===== src/acq_defs.svh =====
`ifndef ACQ_DEFS_SVH
`define ACQ_DEFS_SVH

// payload carried by every stream word, one adc sample or one header
`define PAYLOAD_W 128
// tag sits above the payload in the stream word
`define TAG_W 4

// memory side widths
`define ADDR_W 23
`define COUNT_W 24

// stream buffer holds 64 words
`define FIFO_DEPTH_LOG2 6

// tag encodings, anything else on the stream means framing is lost
`define TAG_FILL_HDR 4'd1
`define TAG_WFM_HDR 4'd2
`define TAG_CKSM 4'd4
`define TAG_ABORT 4'd15

`endif


===== src/acq_pkg.sv =====
`include "acq_defs.svh"

package acq_pkg;

    // one adc sample, also the payload of every stream word
    typedef logic [`PAYLOAD_W-1:0] sample_t;

    // word kinds on the acquisition stream
    typedef enum logic [`TAG_W-1:0] {
        tag_data = '0,
        tag_fill_hdr = `TAG_FILL_HDR,
        tag_wfm_hdr = `TAG_WFM_HDR,
        tag_cksm = `TAG_CKSM,
        tag_abort = `TAG_ABORT
    } tag_t;

    // 132 bit word as it travels through the fifo
    typedef struct packed {
        tag_t tag;
        sample_t payload;
    } stream_word_t;

    // header count fields share the burst address width
    typedef logic [`ADDR_W-1:0] wfm_count_t;
    typedef logic [`ADDR_W-1:0] burst_len_t;

    // fill header layout
    localparam int fill_num_msb = 127;
    localparam int fill_num_lsb = 96;
    localparam int fill_addr_msb = 75;
    localparam int fill_addr_lsb = 53;
    localparam int fill_wfm_msb = 22;
    localparam int fill_wfm_lsb = 0;

    // waveform header layout
    localparam int wfm_len_msb = 22;
    localparam int wfm_len_lsb = 0;
    localparam int wfm_idx_msb = 47;
    localparam int wfm_idx_lsb = 32;

endpackage


===== src/mem_pkg.sv =====
`include "acq_defs.svh"

package mem_pkg;

    // memory is addressed in whole bursts of one stream word each
    typedef logic [`ADDR_W-1:0] burst_addr_t;

    // user interface wants a byte address, eight bytes per burst step
    typedef logic [`ADDR_W+2:0] byte_addr_t;

    // bursts written in one fill
    typedef logic [`COUNT_W-1:0] burst_count_t;

    // one entry per completed fill
    // total covers fill header, waveform headers, data and checksum
    typedef struct packed {
        burst_count_t total;
        logic [`PAYLOAD_W-1:0] header;
    } fill_rec_t;

endpackage


===== src/ddr3_wr_control.sv =====
`timescale 1ns/1ps

module ddr3_wr_control import acq_pkg::*, mem_pkg::*; (
    input  logic clk,
    input  logic reset,
    input  logic acq_enabled,
    input  stream_word_t head_word,
    input  logic empty,
    input  logic app_rdy,
    input  logic app_wdf_rdy,
    input  burst_addr_t fixed_start_addr,
    input  logic use_fixed_start_addr,
    input  logic acq_done,
    output logic pop,
    output logic app_en,
    output byte_addr_t app_addr,
    output logic app_wdf_wren,
    output logic app_wdf_end,
    output sample_t app_wdf_data,
    output logic rec_wr_en,
    output fill_rec_t rec_data,
    output logic sync_err,
    output logic wr_done
);

    typedef enum logic [3:0] {
        st_idle,
        st_tst_tag,
        st_sync_err,
        st_init_fill,
        st_init_wfm,
        st_init_cksm,
        st_write,
        st_write_cksm,
        st_write_rec,
        st_done
    } wr_state_t;

    wr_state_t state;
    wr_state_t next_state;
    logic acq_done_s1;
    logic acq_done_s2;
    logic writing;
    logic address_accept;
    logic data_accept;
    logic addr_zero;
    logic burst_zero;
    logic addr_last;
    logic burst_last;
    logic seg_load;
    burst_count_t seg_init;
    burst_count_t addr_cnt;
    burst_count_t burst_cnt;
    burst_count_t throttle;
    burst_count_t total_bursts;
    burst_addr_t addr_gen;
    sample_t fill_hdr_q;

    // producer done level, two flops before the FSM looks at it
    always_ff @(posedge clk) begin
        if (reset) begin
            acq_done_s1 <= 1'b0;
            acq_done_s2 <= 1'b0;
        end else begin
            acq_done_s1 <= acq_done;
            acq_done_s2 <= acq_done_s1;
        end
    end

    assign writing = (state == st_write || state == st_write_cksm);
    assign address_accept = app_en && app_rdy;
    assign data_accept = app_wdf_wren && app_wdf_rdy;
    assign addr_zero = (addr_cnt == '0);
    assign burst_zero = (burst_cnt == '0);
    // counter reaches zero at the end of this cycle
    assign addr_last = (addr_cnt == burst_count_t'(address_accept));
    assign burst_last = (burst_cnt == burst_count_t'(data_accept));

    // fill header and checksum are one burst each
    // a waveform is its header plus burst length data words
    assign seg_load = (state == st_init_fill || state == st_init_wfm || state == st_init_cksm);
    assign seg_init = (state == st_init_wfm)
        ? burst_count_t'(head_word.payload[wfm_len_msb:wfm_len_lsb]) + 1'b1
        : burst_count_t'(1);

    always_ff @(posedge clk) begin
        if (reset || !acq_enabled) begin
            state <= st_idle;
        end else begin
            state <= next_state;
        end
    end

    always_comb begin
        next_state = state;
        case (state)
            // head is valid once empty is low
            st_idle: if (!empty) next_state = st_tst_tag;
            st_tst_tag: begin
                case (head_word.tag)
                    tag_fill_hdr: next_state = st_init_fill;
                    tag_wfm_hdr: next_state = st_init_wfm;
                    tag_cksm: next_state = st_init_cksm;
                    // data or abort where a header belongs
                    default: next_state = st_sync_err;
                endcase
            end
            // held until acq_enabled drops
            st_sync_err: next_state = st_sync_err;
            st_init_fill, st_init_wfm: next_state = st_write;
            st_init_cksm: next_state = st_write_cksm;
            st_write: if (addr_zero && burst_zero) next_state = st_idle;
            st_write_cksm: if (addr_last && burst_last) next_state = st_write_rec;
            st_write_rec: next_state = st_done;
            st_done: if (acq_done_s2) next_state = st_idle;
            default: next_state = st_idle;
        endcase
    end

    // segment counters, one for addresses and one for data
    always_ff @(posedge clk) begin
        if (reset) begin
            addr_cnt <= '0;
            burst_cnt <= '0;
        end else if (seg_load) begin
            addr_cnt <= seg_init;
            burst_cnt <= seg_init;
        end else begin
            if (address_accept) begin
                addr_cnt <= addr_cnt - 1'b1;
            end
            if (data_accept) begin
                burst_cnt <= burst_cnt - 1'b1;
            end
        end
    end

    // data accepted minus addresses accepted
    // an address may only go out for data already taken
    always_ff @(posedge clk) begin
        if (reset || !acq_enabled) begin
            throttle <= '0;
        end else if (data_accept && !address_accept) begin
            throttle <= throttle + 1'b1;
        end else if (address_accept && !data_accept) begin
            throttle <= throttle - 1'b1;
        end
    end

    // burst address and fill total, both restart at the fill header
    always_ff @(posedge clk) begin
        if (reset) begin
            addr_gen <= '0;
            total_bursts <= '0;
        end else if (state == st_init_fill) begin
            addr_gen <= use_fixed_start_addr ? fixed_start_addr
                : head_word.payload[fill_addr_msb:fill_addr_lsb];
            total_bursts <= '0;
        end else if (address_accept) begin
            addr_gen <= addr_gen + 1'b1;
            total_bursts <= total_bursts + 1'b1;
        end
    end

    // fill header kept for the record, head is still unpopped here
    always_ff @(posedge clk) begin
        if (state == st_init_fill) begin
            fill_hdr_q <= head_word.payload;
        end
    end

    assign app_en = writing && throttle != '0 && !addr_zero;
    assign app_addr = {addr_gen, 3'b000};
    assign app_wdf_wren = writing && !empty && !burst_zero;
    // single word bursts, every data beat is also the last
    assign app_wdf_end = app_wdf_wren;
    assign app_wdf_data = head_word.payload;
    // accepted data frees the head for the next word
    assign pop = data_accept;

    assign rec_wr_en = (state == st_write_rec);
    assign rec_data = '{total: total_bursts, header: fill_hdr_q};
    assign wr_done = (state == st_done);
    assign sync_err = (state == st_sync_err);

    // between segments every accepted data word has had its address
    a_idle_balanced: assert property (@(posedge clk) disable iff (reset)
        state == st_idle |-> throttle == '0);

endmodule


===== config.mk =====
export PLATFORM = sky130hd
export DESIGN_NAME = ddr3_wr_control
export DESIGN_NICKNAME = d
export VERILOG_FILES = /design/src/acq_pkg.sv /design/src/mem_pkg.sv /design/src/ddr3_wr_control.sv
export VERILOG_INCLUDE_DIRS = /design/src
export SDC_FILE = /design/constraint.sdc
export NUM_CORES = 1
export LEC_CHECK = 0
export BUFFER_PORTS_ARGS = -buffer_cell sky130_fd_sc_hd__buf_2
export CORE_AREA = 2 2 213 215
export DETAILED_ROUTE_END_ITERATION = 6
export DIE_AREA = 0 0 215 217
export MAX_ROUTING_LAYER = met4
export PLACE_DENSITY = 0.6
export SLEW_MARGIN = 20
export SYNTH_ARGS = -nofsm -noshare
export SYNTH_HDL_FRONTEND = slang
export SYNTH_SLANG_ARGS = --single-unit

===== constraint.sdc =====
create_clock -name clk -period 6.75 [get_ports clk]
set_input_delay 1.35 -clock clk [delete_from_list [all_inputs] [get_ports clk]]
set_output_delay 1.35 -clock clk [all_outputs]
set_load 0.01 [all_outputs]

==> results of run 1 <==
## cell usage after synthesis (9+ instances only)
cell type and number:
nor2_1 162, buf_4 134, edfxtp_1 128, dfxtp_1 125, nand2_1 91, a21oi_1 87, a211oi_1 60, clkbuf_1 43
xnor2_1 42, o21ai_0 41, nand3_1 36, nor3_1 36, nand4_1 33, xor2_1 30, ha_1 28, nor2b_1 21
nor4_1 21, inv_1 20, mux2i_1 19, a31oi_1 18, a21o_1 17, or3_1 15, and3_1 13, o21a_1 10
o31ai_1 9
## stage by stage
step	cells	util, %	hold slack [ns]	setup slack [ns]	cell area, um^2
floorplan	1357	-	0.414	1.54	13200
global placement	2248	33.8	0.427	1.36	15100
detailed placement	2248	33.8	0.425	1.34	15100
CTS	2305	36.0	0.422	1.67	16100
global route	2306	36.0	0.428	1.16	16100
## cells by family after synthesis
kind of cell | after synthesis | synth area share (%)
DFF | 253 | 48.2
buffers and inverters | 211 | 10.1
xor gates and xnor gates | 72 | 4.79
adders and majority gates | 29 | 2.82
AOI/OAI and AO/OA | 291 | 14.6
muxes | 19 | 1.45
and+or+nand+nor | 479 | 18.0
other | 1 | 0.0285
## metal layers
metal  global-route usage, %
met5                       -
met4                    5.63
met3                    2.43
met2                    30.7
met1                    24.0
==> flow_metrics.tcl, run 1 <==
set metrics [dict create \
    outcome "did not finish" \
    haltStage "detailed routing (5_2_route)" \
    tool.error "[ERROR DRT-0255] Maze Route cannot find path of net clk in worker of routeBox ( 193200 0 ) ( 215000 48300 )." \
    htreeDepth 1 \
    synth_area_leaders "edfxtp_1 (29%), dfxtp_1 (19%), buf_4 (7.6%)" \
    avgSynthCellArea_um2 9.71 \
    synth-edff-count 128 \
    cts_resized 0 \
    gp_congestion 0.893 \
    grt.total_usage_pct 18.6 \
    io_buffers 472 \
    die_y_um 217 \
    grt_pass1_vias 10700 \
    synth.ff_latch_count 253 \
    hold_buffers 0 \
    grt_pass1_wl_um 65600 \
    syn_area_um2 13200 \
    clk_path_buf_depth 3 \
    yosysSeqAreaShare_pct 48.2 \
    initial_core_util_pct 29.4 \
    postCtsSetupRepairBufs 0 \
    antenna_found_initial 3 \
    numCtsBuffers 31 \
    grt_max_degree 85 \
    syn-instance-count 1355 \
    clkSinkCount 253 \
    synth_top_area_share_pct 29.2 \
    overflow 0 \
    ioPinCount 476 \
    cts-root-buf "clkbuf_16" \
    yosysWarningCount 0 \
    std_cell_rows 78 \
    ys.flop_type "edfxtp_1" \
    synth.distinct_cells 75 \
    synthArstFlopShare_pct 0 \
    yosys.area.top_type "edfxtp_1" \
    die_width_um 215 \
    dp_hpwl_um 32900 \
]
==> run 2: changes to the inputs <==
--- a/config.mk
+++ b/config.mk
@@ -7,11 +7,10 @@
 export NUM_CORES = 1
 export LEC_CHECK = 0
 export BUFFER_PORTS_ARGS = -buffer_cell sky130_fd_sc_hd__buf_2
-export CORE_AREA = 2 2 213 215
+export CORE_AREA = 2 2 260 262
 export DETAILED_ROUTE_END_ITERATION = 6
-export DIE_AREA = 0 0 215 217
-export MAX_ROUTING_LAYER = met4
-export PLACE_DENSITY = 0.6
+export DIE_AREA = 0 0 262 264
+export PLACE_DENSITY_LB_ADDON = 0.15
 export SLEW_MARGIN = 20
 export SYNTH_ARGS = -nofsm -noshare
 export SYNTH_HDL_FRONTEND = slang
==> flow_metrics.tcl, run 2 <==
set metrics [dict create \
    layout-drive-gt1-share_pct 32.7 \
    synth_area_leaders "edfxtp_1 (29%), dfxtp_1 (19%), buf_4 (7.6%)" \
    die_width_um 262 \
    r2r-start "addr_cnt[0]" \
    clk_path_buf_depth 3 \
    synth-simple-area-share_pct 18.0 \
    setup_slack_ns 1.24 \
    power_frac_comb_pct 9.5 \
    min_path_type "register to register" \
    internal-power_mw 2.90 \
    drtIter0Drc 614 \
    finalPower_mw 3.88 \
    p_sw_share_pct 25.3 \
    syn_area_um2 13200 \
    synth_top_family_by_area "simple AND/OR/NAND/NOR gates" \
    yosysMostFrequentCell "nor2_1" \
    synth-edff-count 128 \
    cts-root-buf "clkbuf_16" \
    synthXorXnorAreaFrac_pct 4.79 \
    die_area_um2 69200 \
    synth.distinct_cells 75 \
    final_util_pct 24.9 \
    cp.required_ns 7.17 \
    grt_max_degree 78 \
    grt_pass1_wl_um 64900 \
    place_ws_ns 1.13 \
    cts_tree "built" \
    synth_top_area_share_pct 29.2 \
    syn-instance-count 1355 \
    largest_register_ffs 128 \
    layout_commonest_cell "buf_2" \
    postCtsSetupRepairBufs 0 \
    yosysSeqAreaShare_pct 48.2 \
    crit_chain "inv_1 > ha_1 > nor3b_1 > nand4_1 > nor2_1 > nor3_4 > inv_1 > ha_1 > inv_1 > ha_1 > a211o_1 > a211oi_1 > o21ai_0 > a21bo_2 > o2111ai_1 > a211oi_1 > o21ai_0 > o31ai_1" \
    syn_to_final_growth_pct 26.2 \
    synthArstFlopShare_pct 0 \
    overflow 0 \
    antenna_left 0 \
    cp_data_arrival_time_ns 5.93 \
    ioPinCount 476 \
    io_buffers 472 \
    hold_depth 1 \
    cts_resized 0 \
    antenna_found_initial 0 \
    avgSynthCellArea_um2 9.71 \
    rsz0062_at_grt "no" \
    crit_family "compound AO/OA/AOI/OAI gates" \
    ys.flop_type "edfxtp_1" \
    period_share_pct 81.6 \
    pwr-share-seq_pct 42.4 \
    initial_core_util_pct 19.8 \
    synth_common_cells "nor2_1 (162), buf_4 (134), edfxtp_1 (128)" \
    placed_area_um2 15500 \
    crit_slowest_cell "nor3b_1" \
    outcome "complete, no violations" \
    hold_end "acq_done_s2" \
    dp_hpwl_um 32500 \
    diodes 0 \
    cp-start-kind "register" \
    end_kind "register" \
    yosys.area_share.adder_pct 2.82 \
    clkSinkCount 253 \
    rr_worst_depth 18 \
    max_cap_violations 0 \
    path_clk_slew_ns 0.06 \
    net-switching-power_uw 983 \
    path_buf_inv 3 \
    worstSetupPathType "register to register" \
    viasPerCell 4.32 \
    setup_tns_ns 0 \
    min_from "acq_done_s1" \
    synth.area.mux_share_pct 1.45 \
    grt_pass1_vias 10400 \
    final_max_slew_viol_count 0 \
    yosys.area.top_type "edfxtp_1" \
    coreArea_um2 66600 \
    synth.ff_latch_count 253 \
    power_frac_clock_pct 48.1 \
    routed_wirelength_um 44800 \
    r2r_setup_slack_ns 1.24 \
    numCtsBuffers 36 \
    std_cell_rows 95 \
    worst_pin_slew_ns 0.998 \
    gp_congestion 0.780 \
    htreeDepth 2 \
    fin_cells 2583 \
    critical_path.startpoint "addr_cnt[0]" \
    fmax_ghz 0.182 \
    reg2reg_to "throttle[23]" \
    largest_register "fill_hdr_q" \
    power_density_nw_per_um2 234 \
    synth-compound-area-share_pct 14.6 \
    critical-path-max-stage-delay_ns 0.51 \
    slew_headroom_pct 33.4 \
    place_inst 2520 \
    vias 11200 \
    yosysWarningCount 0 \
    drc 0 \
    final_nets 1877 \
    ir_worst_vdd_v 0.000137 \
    total_leakage_power_nw 6.82 \
    fill_cells 7305 \
    fin_worst_skew_ns 0.0298 \
    hold_viol_final 0 \
    wire_per_inst_um 17.3 \
    hold_buffers 0 \
    grt.total_usage_pct 12.2 \
    final_cell_mix "buf_2 (472), nor2_1 (160), edfxtp_1 (128)" \
    min_period_ns 5.51 \
    design_area_um2 16600 \
    clock_latency_ns 0.55 \
    dr.pass1.iters 7 \
    hold_ws_ns 0.460 \
    cp_max_fo 24 \
    setup_violations 0 \
    die_y_um 264 \
]
[run 2: cell counts after synthesis]
No cell type changed its count.
[run 2: kinds of logic (layout without fill, tap and decap cells)]
logic type | count (synthesis) | in the layout
simple gates | 479 | 479
compound gates | 291 | 291
flops | 253 | 253
buf+inv | 211 | 564
xor+xnor | 72 | 72
fa+ha+maj | 29 | 29
mux | 19 | 19
other cells | 1 | 3
[run 2: area by class of cell]
| type | instances | area, um^2 | area share (%) |
|---|---|---|---|
| sequential | 253 | 6350 | 38.2 |
| multi-input combinational | 893 | 5510 | 33.2 |
| timing repair buffer | 479 | 2410 | 14.6 |
| tap | 873 | 1090 | 6.58 |
| clock buffer | 50 | 983 | 5.93 |
| clock inverter | 13 | 153 | 0.920 |
| inverter | 22 | 90.1 | 0.543 |
[run 2: how the worst max path moves through the flow]
| stage | end | slack (ns) | cells past startpoint |
|---|---|---|---|
| floorplan | fill_hdr_q[0] | 1.54 | 4 |
| global placement | throttle[23] | 1.18 | 16 |
| detailed placement | throttle[23] | 1.13 | 16 |
| CTS | throttle[23] | 1.25 | 18 |
| global route | throttle[23] | 0.81 | 18 |
| finish | throttle[23] | 1.24 | 18 |
[run 2: metal layers]
layer | routed length (um) | GRT usage, %
met5 | 0 | 0
met2 | 22400 | 21.8
met1 | 18700 | 14.7
met3 | 2730 | 2.42
met4 | 1020 | 3.62
[run 2: power groups by stage]
stage	logic [mW]	clock network, mW	registers, mW
final	0.368	1.87	1.64
after floorplan	0.248	0	1.68
after detailed placement	0.372	0	1.68
after CTS	0.374	1.96	1.64
after global placement	0.373	0	1.68
after global routing	0.411	2.01	1.65
Note: power is estimated with default switching activity, not from simulation.
